--- src/hdl/sram_pkg.sv ---
package sram_pkg;

	////////////////////////////////////////
	// External SRAM geometry
	////////////////////////////////////////

	parameter int addr_w = 20;
	parameter int word_w = 48;	// Full SRAM data bus
	parameter int ram_w  = 32;	// Processor field, low bits
	parameter int pix_w  = 16;	// Pixel field, high bits

	// Field view of one SRAM word
	typedef struct packed {
		logic [pix_w-1:0] pix;
		logic [ram_w-1:0] data;
	} sram_split_t;

	// Same 48 bits seen as the pin word or as two fields
	typedef union packed {
		logic [word_w-1:0] raw;
		sram_split_t       split;
	} sram_word_t;

endpackage
--- src/hdl/pixel_fifo.sv ---
`timescale 1ns/1ps

module pixel_fifo #(
	parameter int unsigned FIFO_DEPTH = 8
) (
	input  logic                            clk_50mhz,
	input  logic                            rst,
	input  logic                            push,
	input  logic [sram_pkg::pix_w-1:0]      push_data,
	input  logic                            pop_ready,
	output logic [sram_pkg::pix_w-1:0]      pop_data,
	output logic                            pop_valid,
	output logic [$clog2(FIFO_DEPTH+1)-1:0] level
);
	import sram_pkg::*;

	localparam int ptr_w = $clog2(FIFO_DEPTH);

	logic [pix_w-1:0] mem [FIFO_DEPTH];
	logic [ptr_w-1:0] wr_ptr, rd_ptr;
	logic             do_push, do_pop;

	assign pop_valid = (level != 0);
	assign pop_data  = mem[rd_ptr];	// Show-ahead output
	assign do_pop    = pop_valid && pop_ready;
	assign do_push   = push && ((level != FIFO_DEPTH) || do_pop);

	always_ff @(posedge clk_50mhz) begin
		if (do_push)
			mem[wr_ptr] <= push_data;
	end

	always_ff @(posedge clk_50mhz) begin
		if (rst) begin
			wr_ptr <= '0;
			rd_ptr <= '0;
			level  <= '0;
		end else begin
			if (do_push)
				wr_ptr <= (wr_ptr == ptr_w'(FIFO_DEPTH - 1)) ? '0 : wr_ptr + 1'b1;
			if (do_pop)
				rd_ptr <= (rd_ptr == ptr_w'(FIFO_DEPTH - 1)) ? '0 : rd_ptr + 1'b1;
			case ({do_push, do_pop})
				2'b10:   level <= level + 1'b1;
				2'b01:   level <= level - 1'b1;
				default: level <= level;	// Both or neither
			endcase
		end
	end

endmodule

--- config.mk ---
export PLATFORM = sky130hd
export DESIGN_NAME = pixel_fifo
export DESIGN_NICKNAME = d
export VERILOG_FILES = /design/src/hdl/sram_pkg.sv /design/src/hdl/pixel_fifo.sv
export SDC_FILE = /design/constraint.sdc
export NUM_CORES = 1
export LEC_CHECK = 0
export BUFFER_PORTS_ARGS = -buffer_cell sky130_fd_sc_hd__buf_2
export CAP_MARGIN = 10
export CORE_MARGIN = 1.5
export CORE_UTILIZATION = 45
export DETAILED_ROUTE_END_ITERATION = 12
export GPL_ROUTABILITY_DRIVEN = 0
export SYNTH_ARGS = -nofsm -noshare
export SYNTH_HDL_FRONTEND = slang
export SYNTH_SLANG_ARGS = --single-unit
--- constraint.sdc ---
create_clock -name clk_50mhz -period 4.2 [get_ports clk_50mhz]
set_input_delay 0.63 -clock clk_50mhz [delete_from_list [all_inputs] [get_ports clk_50mhz]]
set_output_delay 0.63 -clock clk_50mhz [all_outputs]
set_load 0.02 [all_outputs]
==> results.yml, run 1 <==
floorplanning:
  core_area_sq_mm: 0.01206
  rows: 40
  die_h_microns: 114.3
  ios: 41
  start_util: 0.4624
  die_area_sq_mm: 0.01307
  die_x_microns: 114.3
clocking:
  clock_latency_ns: 0.41
  cts_max_path_buffers: 2
  cts_tree: "done"
  numCtsBuffers: 17
  post_cts_buffers: 0
  cts_resized: 0
  clk_pin_slew_ns: 0.06
  cts_root_buffer: "clkbuf_16"
  ctsHoldBuffers: 0
  htree_num_levels: 4
  cts.sinks: 141
synth:
  ys_seq_area_frac: 0.7358
  synth_top_cell_by_area: "edfxtp_1"
  syn_area_sq_mm: 0.005578
  synth_ff_type: "edfxtp_1"
  syn-instance-count: 267
  ys_async_sr_fraction: 0
  synth_edf_count: 128
  synth_fp_nets: 294
  synth_common_cells: "edfxtp_1 (128), mux4_2 (32), mux2_2 (16)"
  synth_cell_types: 37
  ys_warn_count: 0
  synth_top_cell_area_share: 0.6891
  ys_top_cells_by_area: "edfxtp_1 (69%), mux4_2 (13%), dfxtp_1 (4.7%)"
  ys_ff_latch: 141
  synth.most_common_cell: "edfxtp_1"
  synth.avg_cell_area_sq_um: 20.89
finish:
  multi_input_comb_area_sq_mm: 0.001411
  final_nets: 352
  final_cells: 506
  seqCellArea_sq_mm: 0.004105
  fillCellCount: 942
  area_delta_synth_final_pct: 19.11
  drive_gt1_frac: 0.4201
  diodes: 0
global_route:
  grt_pass1_wl_mm: 15.61
  grt_max_degree: 27
  grt-ovfl-total: 0
  first_global_vias: 2695
  grt.total_usage: 0.1690
  antenna_found_initial: 0
min_path:
  min_from: "push_data[1]"
  min_path_type: "in -> reg"
place:
  dp_cells: 474
  io_buffers: 40
  dp.final_hpwl_mm: 5.671
worst_setup_path:
  slowest_stage: "dfxtp_2"
  worst-path-buf-inv: 2
  r2r_setup_slack_ns: 1.71
  cp_top_family: "multiplexers"
  path_cells: "buf_4 -> mux4_2 -> mux2_2 -> buf_2"
  rr_startpoint: "level[0]"
  crit_fanout: 18
  crit_type: "reg -> out"
  cp-end-kind: "primary output"
  critical_path_arrival_ns: 2.46
  cpPeakStageDelay_ns: 0.74
  crit_required_ns: 3.57
  cp-start-kind: "register"
detailed_routing:
  vias: 2650
  drc: 0
  firstDrtPassIters: 4
  via_per_inst: 5.237
  wl_per_cell_microns: 19.78
  drt_wl_total_mm: 10.01
  drt_iter0_drc: 153
  antenna_left: 0
sta:
  fin_tns_setup_ns: 0
  hold_violations: 0
  skew_ns: 0.006675
  min_period_ns: 3.093
  rsz0062_at_grt: "false"
  setup_violations: 0
  tightest_slew_ns: 0.9557
  max_freq_mhz: 323.3
  fin_crit_sh: 0.7365
  relSlewSlack: 0.3620
  slew_viol_final: 0
outcome:
  status: "finished, final reports clean"
pwr:
  comb_power_share: 0.203
  seq_power_share: 0.421
  internal_power_mw: 2.992
  p_per_area_mw_per_mm2: 610.3
  p_sw_frac: 0.2622
  p_clk_frac: 0.376
  switchingPower_mw: 1.063
  irDropWorstVdd_mv: 0.4634
  p_leak_nw: 2.228
flow_run:
  maxCapViolations: 0
metrics by stage:
step	hold slack [ns]	cell area [sq um]	setup WS, ns	utilization	power [mW]
after global routing	0.4865	6644	0.9455	0.5508	4.222
after floorplan	0.4634	5578	1.251	-	2.377
final	0.4878	6644	1.107	0.5508	4.055
after CTS	0.4759	6644	1.030	0.5508	4.097
after detailed placement	0.4823	6021	1.482	0.4992	2.574
after global placement	0.4911	6021	1.490	0.4992	2.562
state kept, by name, indices dropped and copies added, names as in the netlist, named ones only:
name / count
mem: 128
level: 4
rd_ptr: 3
wr_ptr: 3
worst paths after layout:
check | to | cells after the start
max | pop_data[15] | 4
min | mem[1][1] | 1
max reg2reg | level[3] | 9
min reg2reg | register | 2
power groups by stage:
| stage | combinational, mW | clock (mW) | sequential [mW] |
|---|---|---|---|
| floorplan | 0.683 | 0 | 1.69 |
| global placement | 0.822 | 0 | 1.74 |
| detailed placement | 0.832 | 0 | 1.74 |
| CTS | 0.837 | 1.55 | 1.71 |
| global route | 0.895 | 1.60 | 1.73 |
| finish | 0.822 | 1.53 | 1.71 |
layout by cell type, fill, tap and decap left out, drive strengths merged:
master	synthesis	layout
and2	1	1
o21bai	1	1
xnor2	3	3
mux2i	5	5
nand3	2	2
buf	11	51
o21ai	1	1
nor2	11	11
or2	1	1
a21oi	4	4
or4	1	1
o31ai	1	1
ha	6	6
fa	1	1
mux4	32	32
dfxtp	13	13
nor3	5	5
clkinvlp	0	4
o211ai	1	1
nor4	1	1
clkbuf	1	25
edfxtp	128	128
or3	3	3
o311a	1	1
mux2	16	16
bufinv	0	1
nand2b	4	4
nor4bb	1	1
a31oi	1	1
o221ai	1	1
a211oi	2	2
inv	3	3
clkinv	0	2
nand2	4	4
nand3b	1	1
area by class of cell:
cell class | count | share of cell area
well taps | 168 | 0.03164
repair buffers | 51 | 0.04256
flip-flops and latches | 141 | 0.6179
clock buffers | 25 | 0.08267
multi-input cells | 111 | 0.2124
inverters | 3 | 0.001695
clock inverters | 7 | 0.01111
per-layer routing:
layer	track usage	routed length (microns)	vias up
li1	-	-	1212
met1	0.2398	4743	1388
met2	0.2494	4801	41
met3	0.05611	347	9
met4	0.05417	116	0
met5	0	0	-
worst reg2reg max path: stages, from the launching register on:
cell	delay [ns]
dfxtp_1	0.40
or4_4	0.59
nand2_2	0.15
or2_2	0.15
inv_1	0.06
ha_1	0.32
a21oi_1	0.27
and2_1	0.19
o221ai_1	0.13
a31oi_1	0.17
cell families (layout without fill, tap and decap cells):
logic type / after synthesis / count (layout) / synth area share
XOR/XNOR: 3 / 3 / 0.004711
flip-flops: 141 / 141 / 0.7358
AND/OR/NAND/NOR: 35 / 35 / 0.03410
multiplexers: 53 / 53 / 0.1705
adder cells (fa/ha/maj): 7 / 7 / 0.01705
AO/OA/AOI/OAI: 13 / 13 / 0.02199
buffers and inverters: 15 / 86 / 0.01593
(Power assumes the default switching activity.)
==> inputs of run 2 (changes only) <==
--- a/config.mk
+++ b/config.mk
@@ -5,6 +5,7 @@
 export SDC_FILE = /design/constraint.sdc
 export NUM_CORES = 1
 export LEC_CHECK = 0
+export ABC_AREA = 1
 export BUFFER_PORTS_ARGS = -buffer_cell sky130_fd_sc_hd__buf_2
 export CAP_MARGIN = 10
 export CORE_MARGIN = 1.5
==> constraint.sdc (replaced) <==
create_clock -name clk_50mhz -period 2.8 [get_ports clk_50mhz]
set_input_delay 0.42 -clock clk_50mhz [delete_from_list [all_inputs] [get_ports clk_50mhz]]
set_output_delay 0.42 -clock clk_50mhz [all_outputs]
set_load 0.02 [all_outputs]
==> run 2 against run 1 <==
Compared with the run above:
- worst hold slack got worse by 0.32 ns
- clock skew increased by 0.0037 ns
- combinational power up 63%
- non-clock buffer count rose by 4
- routed wire length is 15% higher
- critical endpoint is now pop_data[5]
==> results.yml, run 2 <==
outcome:
  status: "finished, final reports clean"
pwr:
  p_total_mw: 5.965
  p_per_area_mw_per_mm2: 891.8
  p_leak_nw: 2.437
  irDropWorstVdd_mv: 0.4496
global_route:
  first_global_vias: 3390
  antenna_found_initial: 0
  grt_pass1_wl_mm: 17.79
  grt.total_usage: 0.1846
  grt-ovfl-total: 0
  grt_max_degree: 65
detailed_routing:
  antenna_left: 0
  via_per_inst: 5.213
  drt_iter0_drc: 224
  drt_wl_total_mm: 11.48
  vias: 3576
  wl_per_cell_microns: 16.73
  firstDrtPassIters: 4
  drc: 0
sta:
  hold_slack_ns: 0.1717
  fin_tns_setup_ns: 0
  min_period_ns: 2.502
  hold_violations: 0
  relSlewSlack: 0.5021
  slew_viol_final: 0
  skew_ns: 0.01036
  max_freq_mhz: 399.7
  rsz0062_at_grt: "false"
  setup_violations: 0
  fin_crit_sh: 0.8936
  tightest_slew_ns: 0.7460
min_path:
  min_path_type: "in -> reg"
  min_from: "rst"
  hold_depth: 2
  hold_end: "level[2]"
clocking:
  cts_resized: 0
  ctsHoldBuffers: 0
  cts_max_path_buffers: 2
  numCtsBuffers: 17
  cts_tree: "done"
  cts_root_buffer: "clkbuf_16"
  clock_latency_ns: 0.42
  post_cts_buffers: 0
  cts.sinks: 141
  htree_num_levels: 4
  clk_pin_slew_ns: 0.05
synth:
  syn-instance-count: 456
  syn_area_sq_mm: 0.005718
  synth_fp_nets: 483
  ys_seq_area_frac: 0.7177
  synth_cell_types: 30
  synth_common_cells: "edfxtp_1 (128), nor2_1 (112), nand2_1 (60)"
  synth_ff_type: "edfxtp_1"
  synth.avg_cell_area_sq_um: 12.54
  ys_async_sr_fraction: 0
  synth_top_cell_area_share: 0.6722
  synth_top_cell_by_area: "edfxtp_1"
  ys_top_cells_by_area: "edfxtp_1 (67%), nor2_1 (7.4%), o32ai_1 (4.9%)"
  ys_ff_latch: 141
  synth.most_common_cell: "edfxtp_1"
  ys_warn_count: 0
  synth_edf_count: 128
worst_setup_path:
  crit_type: "reg -> out"
  r2r_end: "level[3]"
  cp-end-kind: "primary output"
  cp_top_family: "buffers and inverters"
  critical_path_arrival_ns: 2.08
  crit_required_ns: 2.38
  cp.depth: 6
  path_cells: "buf_4 -> nor2_1 -> o32ai_1 -> nand2_1 -> nand2_1 -> buf_2"
  rr_startpoint: "level[2]"
  path_common_cell: "nand2_1"
  cpPeakStageDelay_ns: 0.50
  worst-path-buf-inv: 2
  cp-start-kind: "register"
  rr_worst_depth: 12
  r2r_setup_slack_ns: 1.01
  slowest_stage: "buf_4"
  crit_fanout: 64
place:
  dp.final_hpwl_mm: 6.726
  dp_cells: 656
  io_buffers: 40
finish:
  utilization: 0.5477
  regMostFlops: "mem"
  layout_common_cells: "edfxtp_1 (128), nor2_1 (112), nand2_1 (60), buf_2 (40), o21ai_0 (36)"
  final_cells: 686
  final_common_cell: "edfxtp_1"
  largestRegisters: "mem (128), level (4)"
  area_delta_synth_final_pct: 16.98
  diodes: 0
  final_nets: 534
  drive_gt1_frac: 0.1873
  largest_reg_flops: 128
floorplanning:
  rows: 40
  die_h_microns: 115.7
  ios: 41
  die_x_microns: 115.7
  start_util: 0.4682
  core_area_sq_mm: 0.01221
  die_area_sq_mm: 0.01339
flow_run:
  maxCapViolations: 0
==> run 2: how the worst max path moves through the flow <==
stage | startpoint | end | slack [ns]
2_1_floorplan | level[1] | mem[1][0] | 0.78
3_3_place_gp | register | pop_data[5] | 0.78
3_5_place_dp | register | pop_data[5] | 0.75
4_1_cts | register | pop_data[5] | 0.30
5_1_grt | register | pop_data[10] | 0.11
6_report | register | pop_data[5] | 0.30
==> run 2: stage by stage <==
step	instance area [sq um]	setup slack, ns
after CTS	6689	0.3050
after detailed placement	6130	0.7455
after floorplan	5718	0.7814
after global placement	6130	0.7799
after global routing	6689	0.1107
final	6689	0.2980
==> run 2: worst register-to-register path: cells and delay by family (launching register included) <==
family / cells / cell delay (ns)
fa+ha+maj: 1 / 0.33
buf+inv: 1 / 0.07
flops: 1 / 0.37
simple gates: 10 / 0.94
==> run 2: final cells by class <==
class	instances	area [sq um]
timing repair buffer	55	337.8
fill	1068	5523
tap	168	210.2
clock buffer	19	432.9
sequential	141	4106
multi-input combinational	277	1414
inverter	15	61.31
clock inverter	11	126.4
==> run 2: logic make-up after synthesis <==
family | count (synthesis) | synth area share
flip-flops | 141 | 0.7177
adder cells (fa/ha/maj) | 7 | 0.01663
AND/OR/NAND/NOR | 190 | 0.1368
AO/OA/AOI/OAI | 79 | 0.09234
buffers and inverters | 38 | 0.03501
XOR/XNOR | 1 | 0.001532
==> run 2: power by group <==
group	leakage, nW	switching [mW]	internal, mW
clock network	0.270	0.772	1.37
registers	1.27	0.0768	2.41
logic	0.897	0.893	0.445
==> run 2: per-layer routing <==
layer | share of wire | global-route usage | vias to the layer above | routed length (microns)
met1 | 0.45 | 0.2382 | 1741 | 5123
met4 | 0.014 | 0.09268 | 0 | 165
met5 | 0 | 0 | - | 0
li1 | - | - | 1737 | -
met3 | 0.048 | 0.04289 | 11 | 550
met2 | 0.49 | 0.2955 | 87 | 5637
