File: config.mk
export PLATFORM = sky130hd
export DESIGN_NAME = scan_fetch
export DESIGN_NICKNAME = d
export VERILOG_FILES = /design/src/hdl/video_pkg.sv /design/src/hdl/sram_pkg.sv /design/src/hdl/scan_fetch.sv
export SDC_FILE = /design/constraint.sdc
export NUM_CORES = 1
export LEC_CHECK = 0
export BUFFER_PORTS_ARGS = -buffer_cell sky130_fd_sc_hd__buf_2
export CAP_MARGIN = 10
export CORE_UTILIZATION = 47
export CTS_CLUSTER_DIAMETER = 120
export DETAILED_ROUTE_END_ITERATION = 7
export GPL_TIMING_DRIVEN = 0
export PLACE_DENSITY_LB_ADDON = 0.05
export SYNTH_ARGS = -nofsm -noshare
export SYNTH_HDL_FRONTEND = slang
export SYNTH_SLANG_ARGS = --single-unit
File: constraint.sdc
create_clock -name clk_50mhz -period 1.99 [get_ports clk_50mhz]
set_input_delay 0.199 -clock clk_50mhz [delete_from_list [all_inputs] [get_ports clk_50mhz]]
set_output_delay 0.199 -clock clk_50mhz [all_outputs]
set_load 0.005 [all_outputs]
File: src/hdl/video_pkg.sv
package video_pkg;

	////////////////////////////////////////
	// Scan frame
	////////////////////////////////////////

	parameter int unsigned frame_base  = 'h00000;
	parameter int unsigned frame_words = 'h4B000;	// 640 x 480 pixels

	////////////////////////////////////////
	// Boot image
	////////////////////////////////////////

	parameter int unsigned boot_base  = 'h80000;
	parameter int unsigned boot_words = 32;
	parameter int unsigned boot_wait  = 10;	// Idle cycles before the copy

endpackage

File: src/hdl/sram_pkg.sv
package sram_pkg;

	////////////////////////////////////////
	// External SRAM geometry
	////////////////////////////////////////

	parameter int addr_w = 20;
	parameter int word_w = 48;	// Full SRAM data bus
	parameter int ram_w  = 32;	// Processor field, low bits
	parameter int pix_w  = 16;	// Pixel field, high bits

	// Field view of one SRAM word
	typedef struct packed {
		logic [pix_w-1:0] pix;
		logic [ram_w-1:0] data;
	} sram_split_t;

	// Same 48 bits seen as the pin word or as two fields
	typedef union packed {
		logic [word_w-1:0] raw;
		sram_split_t       split;
	} sram_word_t;

endpackage
File: src/hdl/scan_fetch.sv
`timescale 1ns/1ps

module scan_fetch #(
	parameter int unsigned FRAME_BASE  = video_pkg::frame_base,
	parameter int unsigned FRAME_WORDS = video_pkg::frame_words,
	parameter int unsigned FIFO_DEPTH  = 8
) (
	input  logic                           clk_50mhz,
	input  logic                           rst,
	input  logic [$clog2(FIFO_DEPTH+1)-1:0] fifo_level,
	input  logic                           scan_take,
	input  logic                           scan_valid,
	output logic                           scan_req,
	output logic [sram_pkg::addr_w-1:0]    scan_addr
);
	import sram_pkg::*;

	localparam int cnt_w = $clog2(FIFO_DEPTH + 1);
	localparam int off_w = $clog2(FRAME_WORDS);

	logic [off_w-1:0] offset;	// Position inside the frame
	logic [cnt_w-1:0] in_flight;	// Taken but not yet valid
	logic [cnt_w:0]   committed;

	// Words already promised to the FIFO, this cycle's take included
	assign committed = fifo_level + in_flight + scan_take;
	assign scan_addr = addr_w'(FRAME_BASE) + addr_w'(offset);

	always_ff @(posedge clk_50mhz) begin
		if (rst) begin
			offset    <= '0;
			in_flight <= '0;
			scan_req  <= 1'b0;
		end else begin
			if (scan_take)
				offset <= (offset == off_w'(FRAME_WORDS - 1)) ? '0 : offset + 1'b1;
			case ({scan_take, scan_valid})
				2'b10:   in_flight <= in_flight + 1'b1;
				2'b01:   in_flight <= in_flight - 1'b1;
				default: in_flight <= in_flight;
			endcase
			scan_req <= committed < FIFO_DEPTH;	// Never overfill the FIFO
		end
	end

endmodule

==> summary.txt, run 1 <==
STA
  • Final setup viols: 0
  • Setup TNS Final: 0 ns
  • Hold slack: 0.177 ns
  • Max frequency: 0.521 GHz
  • Setup WS post-layout: 0.0690 ns
  • Fin crit share: 0.965
  • Final Hold Fails: 0
  • Worst Skew: 0.00281 ns
  • Slew Limit Fails: 0
  • Post-layout min period: 1.92 ns

Place
  • Post-DP Area: 0.00143 mm²
  • I/O Buffers: 25
  • Placed cells: 195
  • Dpl ws: -0.168 ns
  • Detailed placer's ending HPWL: 1790 µm
  • Final Wtd Congestion: 0.758

Worst setup path
  • Worst stage delay on the critical path: 0.40 ns
  • CP required: 2.20 ns
  • CP max FO: 10
  • FF-to-FF Start: offset[0]
  • Critical path cell sequence: ha_4 > nand3_4 > or3_4 > buf_6 > o41ai_4 > buf_4 > buf_8 > nor2_1
  • CP Data Arrival Time: 2.14 ns
  • CP Launch Type: flip-flop
  • Crit. Startpoint: offset[0]
  • Worst Setup End Kind: flip-flop
  • Slowest CP cell: dfxtp_4
  • CP Class: flip-flop to flip-flop
  • Buf/Inv on CP: 3
  • CP delay by family, top: simple AND/OR/NAND/NOR gates

Die
  • I/O pin count: 29
  • Initial core utilization: 0.502
  • Core area: 0.00252 mm²
  • Die Wd: 53.9 µm
  • DIE AREA: 0.00291 mm²
  • Rows: 18
  • Die Span Y: 53.9 µm

Worst hold path
  • Hold WC Path Type: input port to flip-flop
  • Hold path start: fifo_level[2]

Power and ir drop
  • Logic pwr share: 0.145
  • Switch share: 0.249
  • Int Power: 677 µW
  • Clock share of power: 0.281
  • Max VDD drop: 0.000436 V
  • Leak pwr: 0.675 nW
  • Final Power: 902 µW
  • Register share of total power: 0.574
  • Power Density: 580 mW/mm²
  • Switching power: 225 µW

Yosys
  • Top post-synthesis cells by count: dfxtp_1 (24), nor2_1 (21), xnor2_1 (11), a21oi_1 (9), ha_1 (8)
  • Area share of the largest cell type after synthesis: 0.379
  • Sequential share of the synthesized area: 0.379
  • EDFF count, synth: 0
  • Mean Syn Cell Area: 9.04 µm²
  • Mapped Area: 0.00127 mm²
  • Yosys Warn Count: 0
  • Post-synthesis cell type count: 32
  • Leading area contributor after synthesis: dfxtp_1
  • Top-count cell post-synth: dfxtp_1
  • Syn nets: 157
  • Instance count of the mapped netlist: 140
  • Post-synth top flop: dfxtp_1
  • Yosys reg bits: 24
  • Largest cells by area after synthesis: dfxtp_1 (38%), ha_1 (7.9%), xnor2_1 (7.6%)
  • Asr flop ratio synth: 0

Finish
  • Final core occ: 0.616
  • Share of layout cells above drive strength 1: 0.316
  • Non-filler instance count after layout: 204
  • Inserted Diodes: 0
  • Fill cells: 255
  • Fin nets: 192
  • Layout area overhead: 22.7%
  • Final Instance Area: 0.00155 mm²

Routing
  • Detail-routed via count per cell: 5.30
  • DRT Pass-1 Iters: 3
  • Antenna viol nets, final: 0
  • DR vias: 1082
  • Final WL: 2450 µm
  • Wire per inst: 12.0 µm
  • Drt initial violations: 9
  • DRC: 0

Run status
  • Status: finished, final reports clean

Clocking
  • Reg clk slew, reported paths: 0.13 ns
  • Clk buf depth: 2
  • Clock Tree Root: clkbuf_4
  • CTS HTree Levels: 1
  • Worst-skew pair later-pin latency: 0.31 ns
  • CTS buffer count: 3
  • Post-CTS Hold Buffers: 0
  • Sink Count: 24
  • CTS tree: yes

Run
  • Max Cap Violations: 0

Global routing
  • Largest net degree at the start of global routing: 14
  • Gr usage total: 0.177
  • Vias in the first global route: 878
  • First-pass GRT wire length: 3720 µm
  • Antenna violations before repair: 0
  • Global route overflow: 0
placed cells by master, fill, tap and decap left out, types with 3 or more instances in the layout:
master    instances
xnor2_1          11
a21oi_1           9
and3_1            3
buf_2            26
xor2_1            6
nand3_1           4
nor4_1            5
nand4_1           4
dfxtp_1          18
dfxtp_2           4
inv_1             7
clkbuf_4          3
nand2_1           5
nor2_1           21
ha_1              7
buf_4             6
nor3_1            4
sequential cells by signal, summed over array words and instances, names as in the netlist:
signal / flops
in_flight: 4
scan_req: 1
offset: 19
kinds of logic after synthesis:
logic type / after synthesis / synth area share
XOR/XNOR: 17 / 0.118
AO/OA/AOI/OAI: 15 / 0.0830
buffers and inverters: 13 / 0.0544
AND/OR/NAND/NOR: 59 / 0.252
multiplexers: 2 / 0.0158
flip-flops: 24 / 0.379
other: 1 / 0.00296
adder cells (fa/ha/maj): 9 / 0.0949
area by class of cell:
type                            count  area, µm²  area share
Timing Repair Buffer               30        163       0.105
Tap cell                           30       37.5      0.0242
Multi-Input combinational cell    103        752       0.484
Clock buffer                        4       36.3      0.0233
Sequential cell                    24        493       0.317
Inverter                            7       26.3      0.0169
Buffer                              6       46.3      0.0298
worst paths after layout:
path / depth (start not counted) / to / slack, ns
min: 3 / scan_req / 0.18
max: 8 / offset[1] / 0.07
min reg2reg: 2 / offset[18] / 0.50
max reg2reg: 8 / offset[1] / 0.07
routing by layer:
layer	global-route usage	vias up	wire length [µm]
li1	-	551	-
met1	0.232	512	1170
met2	0.292	17	1200
met3	0.0254	2	69
met4	0.0658	0	15
met5	0	-	0
tightest hold or removal path, cell delays in order:
cell,delay (ns)
buf_2,0.08
ha_1,0.12
a21oi_1,0.05
power groups by stage:
stage	clock network (mW)	registers (mW)	logic [mW]
floorplan	0	0.524	0.0876
detailed placement	0	0.526	0.118
global route	0.284	0.520	0.152
finish	0.254	0.517	0.131
global placement	0	0.525	0.113
CTS	0.269	0.517	0.127
what timing repair did:
| item | in CTS | in global routing |
|---|---|---|
| pin swaps | 1 | 0 |
| setup endpoints to repair | 17 | 17 |
| setup buffers | 4 | 1 |
| gates resized for setup | 4 | 11 |
No activity file was read; power rests on OpenSTA's default activity.
==> run 2, diff against run 1 <==
--- a/config.mk
+++ b/config.mk
@@ -5,13 +5,16 @@
 export SDC_FILE = /design/constraint.sdc
 export NUM_CORES = 1
 export LEC_CHECK = 0
+export ABC_AREA = 1
 export BUFFER_PORTS_ARGS = -buffer_cell sky130_fd_sc_hd__buf_2
 export CAP_MARGIN = 10
-export CORE_UTILIZATION = 47
+export CORE_MARGIN = 10
+export CORE_UTILIZATION = 49
 export CTS_CLUSTER_DIAMETER = 120
 export DETAILED_ROUTE_END_ITERATION = 7
 export GPL_TIMING_DRIVEN = 0
 export PLACE_DENSITY_LB_ADDON = 0.05
+export SKIP_CTS_REPAIR_TIMING = 1
 export SYNTH_ARGS = -nofsm -noshare
 export SYNTH_HDL_FRONTEND = slang
 export SYNTH_SLANG_ARGS = --single-unit
==> summary.txt, run 2 <==
Run status
  • Status: finished, final reports clean

Clocking
  • Clk buf depth: 2 (unchanged)
  • Reg clk slew, reported paths: 0.14 ns (about the same)
  • Sink Count: 24 (unchanged)
  • CTS buffer count: 3 (unchanged)
  • CTS tree: yes
  • Clock Tree Root: clkbuf_4
  • CTS HTree Levels: 1 (unchanged)
  • Worst-skew pair later-pin latency: 0.33 ns (+0.02 ns)

STA
  • RSZ-0062 raised after global routing: false
  • Fin crit share: 0.783 (-0.183)
  • Worst Max-Slew Pin Slew: 0.535 ns
  • Slew Limit Fails: 0 (unchanged)
  • Final Hold Fails: 0 (unchanged)
  • Max frequency: 0.642 GHz (+23%)
  • Slew headroom: 0.643
  • Worst Skew: 0.00441 ns (+0.00160 ns)
  • Setup TNS Final: 0 ns (unchanged)
  • Final setup viols: 0 (unchanged)
  • Post-layout min period: 1.56 ns (-0.364 ns)

Global routing
  • Antenna violations before repair: 0 (unchanged)
  • Largest net degree at the start of global routing: 15 (+1)
  • Gr usage total: 0.128 (-0.0494)
  • First-pass GRT wire length: 5750 µm (+55%)
  • Vias in the first global route: 1368 (+56%)
  • Global route overflow: 0 (unchanged)

Worst hold path
  • Hold WC Path Type: input port to flip-flop
  • Hold path start: rst
  • Hold Path Depth: 4 (+1)
  • Hold worst-path end: scan_req

Power and ir drop
  • Register share of total power: 0.511 (-0.063)
  • Max VDD drop: 0.000506 V (+16%)
  • Leak pwr: 0.789 nW (+17%)
  • Switching power: 248 µW (+10%)
  • Logic pwr share: 0.128 (-0.017)
  • Power Density: 581 mW/mm² (+0.16%)
  • Clock share of power: 0.362 (+0.081)
  • Switch share: 0.246 (-0.00330)
  • Int Power: 760 µW (+12%)

Routing
  • DR vias: 1374 (+27%)
  • Detail-routed via count per cell: 4.96 (-6.5%)
  • DRT Pass-1 Iters: 4 (+1)
  • Wire per inst: 11.9 µm (-0.96%)
  • Antenna viol nets, final: 0 (unchanged)
  • DRC: 0 (unchanged)
  • Final WL: 3290 µm (+34%)
  • Drt initial violations: 69 (+60)

Place
  • I/O Buffers: 26 (+4.0%)
  • Detailed placer's ending HPWL: 2590 µm (+45%)
  • Final Wtd Congestion: 0.841 (+11%)
  • Post-DP Area: 0.00168 mm² (+18%)

Finish
  • Fin nets: 262 (+36%)
  • Final Instance Area: 0.00174 mm² (+12%)
  • Most common cell after layout, fill and taps aside: nand2_1
  • Commonest cells after routing, fill and taps aside: nand2_1 (47), nor2_1 (31), buf_2 (26), inv_1 (25), dfxtp_1 (24)
  • Biggest regs: offset (19), in_flight (4), scan_req (1)
  • Layout area overhead: 14.8%
  • Largest register by flop count: offset
  • Share of layout cells above drive strength 1: 0.230 (-0.0866)
  • Inserted Diodes: 0 (unchanged)
  • Max reg flops: 19 (unchanged)

Yosys
  • Syn nets: 231 (+47%)
  • Yosys Warn Count: 0 (unchanged)
  • Mapped Area: 0.00151 mm² (+19%)
  • Post-synth top flop: dfxtp_1
  • Sequential share of the synthesized area: 0.318 (-0.0616)
  • Post-synthesis cell type count: 28 (-13%)
  • Top post-synthesis cells by count: nand2_1 (47), nor2_1 (31), inv_1 (25), dfxtp_1 (24), nand3_1 (17)
  • Asr flop ratio synth: 0 (unchanged)
  • Area share of the largest cell type after synthesis: 0.318 (-0.0616)
  • Mean Syn Cell Area: 7.06 µm² (-22%)
  • Instance count of the mapped netlist: 214 (+53%)
  • Largest cells by area after synthesis: dfxtp_1 (32%), nand2_1 (12%), nor2_1 (7.7%)
  • Leading area contributor after synthesis: dfxtp_1
  • Yosys reg bits: 24 (unchanged)
  • EDFF count, synth: 0 (unchanged)
  • Top-count cell post-synth: nand2_1

Worst setup path
  • CP required: 2.21 ns (about the same)
  • CP Class: flip-flop to flip-flop
  • CP max FO: 5 (-5)
  • Crit. Startpoint: offset[0]
  • R2r endpoint: offset[16]
  • Flop2flop setup slack: 0.43 ns (+0.36 ns)
  • CP Launch Type: flip-flop
  • Slowest CP cell: dfxtp_1
  • CP Data Arrival Time: 1.77 ns (-0.37 ns)
  • Reg2reg path depth: 8 (unchanged)
  • Critical path cell sequence: ha_1 > nand2_2 > nor2_4 > nand3_1 > nor2_1 > nand3_1 > nand2_1 > nor2_1
  • FF-to-FF Start: offset[0]
  • Worst stage delay on the critical path: 0.44 ns (+0.04 ns)
  • Worst Setup End Kind: flip-flop

Die
  • Rows: 20 (+2)
  • Die Wd: 75.5 µm (+40%)
  • Die Span Y: 75.5 µm (+40%)
  • DIE AREA: 0.00571 mm² (+96%)
  • I/O pin count: 29 (unchanged)
  • Initial core utilization: 0.503 (+0.00135)
  • Core area: 0.00300 mm² (+19%)

Run
  • Max Cap Violations: 0 (unchanged)
run 2: worst max-delay path by stage:
stage                              end  cells past startpoint
after floorplan           in_flight[2]                      8
after global placement    in_flight[3]                     10
after detailed placement  in_flight[3]                     10
after CTS                   offset[16]                      8
after global routing        offset[16]                      8
final                       offset[16]                      8
run 2: worst max-delay path: cells and delay by family, from the launching register on:
family	cells	cell delay, ns
AND/OR/NAND/NOR	7	0.77
adder cells (fa/ha/maj)	1	0.24
flip-flops	1	0.44
run 2: cell type report:
type | count | area, µm²
Timing Repair Buffer | 26 | 130
Clock buffer | 3 | 22.5
Tap cell | 33 | 41.3
Clock inverter | 1 | 30.0
Multi-Input combinational cell | 158 | 896
Sequential cell | 24 | 480
Buffer | 4 | 30.0
Fill cell | 306 | 1270
Inverter | 28 | 105
run 2: power groups by stage:
| stage | Sequential [mW] | Clock, mW | Combinational (mW) |
|---|---|---|---|
| floorplan | 0.523 | 0 | 0.0970 |
| global placement | 0.526 | 0 | 0.130 |
| detailed placement | 0.526 | 0 | 0.131 |
| CTS | 0.515 | 0.380 | 0.132 |
| global route | 0.518 | 0.384 | 0.150 |
| finish | 0.515 | 0.365 | 0.129 |
run 2: cell families after synthesis:
logic type | synth area share
buffers and inverters | 0.0894
other | 0.00248
adders and majority gates | 0.0795
DFF | 0.318
and+or+nand+nor | 0.396
xor gates and xnor gates | 0.0521
muxes | 0.00662
AOI/OAI and AO/OA | 0.0563
run 2: metrics by stage:
stage	total power [mW]	cells	hold slack, ns	util	setup slack (ns)
floorplan	0.620	214	0.384	-	0.406
global placement	0.655	273	0.506	0.560	0.233
detailed placement	0.657	273	0.508	0.560	0.229
CTS	1.03	277	0.134	0.578	0.406
global route	1.05	277	0.165	0.578	0.213
finish	1.01	277	0.150	0.578	0.433
run 2: layer usage:
metal | GRT usage | share of wire
met5 | 0 | 0
met4 | 0.0433 | 0.013
met3 | 0.0365 | 0.049
met2 | 0.230 | 0.48
met1 | 0.139 | 0.46
==> run 3, diff against run 2 <==
--- a/config.mk
+++ b/config.mk
@@ -9,7 +9,7 @@
 export BUFFER_PORTS_ARGS = -buffer_cell sky130_fd_sc_hd__buf_2
 export CAP_MARGIN = 10
 export CORE_MARGIN = 10
-export CORE_UTILIZATION = 49
+export CORE_UTILIZATION = 54
 export CTS_CLUSTER_DIAMETER = 120
 export DETAILED_ROUTE_END_ITERATION = 7
 export GPL_TIMING_DRIVEN = 0
==> constraint.sdc (replaced) <==
create_clock -name clk_50mhz -period 1.6 [get_ports clk_50mhz]
set_input_delay 0.16 -clock clk_50mhz [delete_from_list [all_inputs] [get_ports clk_50mhz]]
set_output_delay 0.16 -clock clk_50mhz [all_outputs]
set_load 0.005 [all_outputs]
==> summary.txt, run 3 (synthesis results as in run 2) <==
Run status
  • Status: finished, final reports clean

Clocking
  • Clock Tree Root: clkbuf_4
  • CTS tree: yes
  • CTS HTree Levels: 1 (unchanged)
  • CTS buffer count: 3 (unchanged)
  • Sink Count: 24 (unchanged)
  • Clk buf depth: 2 (unchanged)
  • Worst-skew pair later-pin latency: 0.33 ns (about the same)
  • Reg clk slew, reported paths: 0.13 ns (about the same)

Place
  • Detailed placer's ending HPWL: 2560 µm (-0.94%)
  • I/O Buffers: 26 (unchanged)
  • Final Wtd Congestion: 0.833 (-1.0%)
  • Post-DP Area: 0.00168 mm² (-0.15%)

Finish
  • Largest register by flop count: offset
  • Fin nets: 262 (unchanged)
  • Share of layout cells above drive strength 1: 0.246 (+0.0164)
  • Most common cell after layout, fill and taps aside: nand2_1
  • Inserted Diodes: 0 (unchanged)
  • Layout area overhead: 14.6%
  • Biggest regs: offset (19), in_flight (4), scan_req (1)
  • Commonest cells after routing, fill and taps aside: nand2_1 (47), nor2_1 (30), buf_2 (26), inv_1 (25), dfxtp_1 (22)
  • Max reg flops: 19 (unchanged)
  • Final Instance Area: 0.00173 mm² (-0.22%)

Routing
  • DRT Pass-1 Iters: 4 (unchanged)
  • Wire per inst: 11.9 µm (+0.15%)
  • Final WL: 3270 µm (-0.58%)
  • DRC: 0 (unchanged)
  • DR vias: 1340 (-2.5%)
  • Detail-routed via count per cell: 4.87 (-1.8%)
  • Drt initial violations: 57 (-17%)
  • Antenna viol nets, final: 0 (unchanged)

Global routing
  • Vias in the first global route: 1278 (-6.6%)
  • First-pass GRT wire length: 5850 µm (+1.8%)
  • Largest net degree at the start of global routing: 14 (-1)
  • Global route overflow: 0 (unchanged)
  • Antenna violations before repair: 0 (unchanged)
  • Gr usage total: 0.134 (+0.00584)

Worst setup path
  • R2r endpoint: offset[9]
  • Crit. Startpoint: offset[0]
  • End point of the critical path: offset[9]
  • Flop2flop setup slack: 0.15 ns (-0.28 ns)
  • CP max FO: 10 (+5)
  • FF-to-FF Start: offset[0]
  • CP Data Arrival Time: 1.69 ns (-0.08 ns)
  • CP required: 1.84 ns (-0.37 ns)
  • CP Class: flip-flop to flip-flop
  • Reg2reg path depth: 9 (+1)
  • Worst Setup End Kind: flip-flop
  • CP Launch Type: flip-flop

Power and ir drop
  • Power Density: 659 mW/mm² (+13%)
  • Final Power: 1.14 mW (+13%)
  • Leak pwr: 0.781 nW (-1.1%)
  • Max VDD drop: 0.000592 V (+17%)

Die
  • I/O pin count: 29 (unchanged)
  • Die Wd: 72.9 µm (-3.5%)
  • Rows: 19 (-5.0%)
  • Die Span Y: 72.9 µm (-3.5%)
  • Initial core utilization: 0.558 (+0.0544)
  • Core area: 0.00271 mm² (-9.7%)
  • DIE AREA: 0.00532 mm² (-6.9%)

STA
  • Worst Max-Slew Pin Slew: 0.526 ns (-0.00896 ns)
  • Post-layout min period: 1.45 ns (-0.106 ns)
  • Setup TNS Final: 0 ns (unchanged)
  • Worst Skew: 0.00606 ns (+0.00165 ns)
  • Max frequency: 0.689 GHz (+7.3%)
  • Hold slack: 0.118 ns (-0.0316 ns)
  • Slew Limit Fails: 0 (unchanged)
  • Final Hold Fails: 0 (unchanged)
  • Slew headroom: 0.649 (+0.00597)
  • Final setup viols: 0 (unchanged)
  • Fin crit share: 0.907 (+0.125)

Worst hold path
  • Hold WC Path Type: input port to flip-flop

Run
  • Max Cap Violations: 0 (unchanged)
-- run 3: final cells by class --
type	count	area, µm²
inverters	28	105
clock buffers	4	36.3
repair buffers	26	130
well taps	31	38.8
plain buffers	4	30.0
flip-flops and latches	24	485
fillers	268	978
multi-input cells	158	906
-- run 3: worst min-delay path by stage --
stage                              from       end  cells after the start
after floorplan                     rst  scan_req                      3
after global placement    fifo_level[2]  scan_req                      3
after detailed placement  fifo_level[2]  scan_req                      3
after CTS                 fifo_level[2]  scan_req                      3
after global routing      fifo_level[2]  scan_req                      3
final                     fifo_level[2]  scan_req                      3
-- run 3: through the flow --
step            util  std cells  setup WS (ns)
2_1_floorplan      -        214         0.0547
3_3_place_gp   0.620        271         -0.101
3_5_place_dp   0.620        271         -0.112
4_1_cts        0.633        275         0.0336
5_1_grt        0.639        275      -0.000754
6_report       0.639        275          0.148
-- run 3: power by group --
group          internal [mW]  switching, mW  total (mW)
clock network          0.139          0.198       0.337
registers              0.621         0.0220       0.643
logic                 0.0733         0.0882       0.162
-- run 3: routing by layer --
layer / up-vias / track usage / wire (µm)
li1: 730 / - / -
met1: 583 / 0.175 / 1570
met2: 22 / 0.208 / 1500
met3: 5 / 0.0354 / 157
met4: 0 / 0.0401 / 41
met5: - / 0 / 0
-- run 3: critical path, stage by stage, from the launching register on --
cell and delay [ns]:
dfxtp_4 0.40, ha_2 0.20, nand2_2 0.07, nor2_4 0.13, nand2_2 0.08, nor2_4 0.13
nand2_2 0.07, nand2_2 0.07, buf_6 0.17, nor2_1 0.05
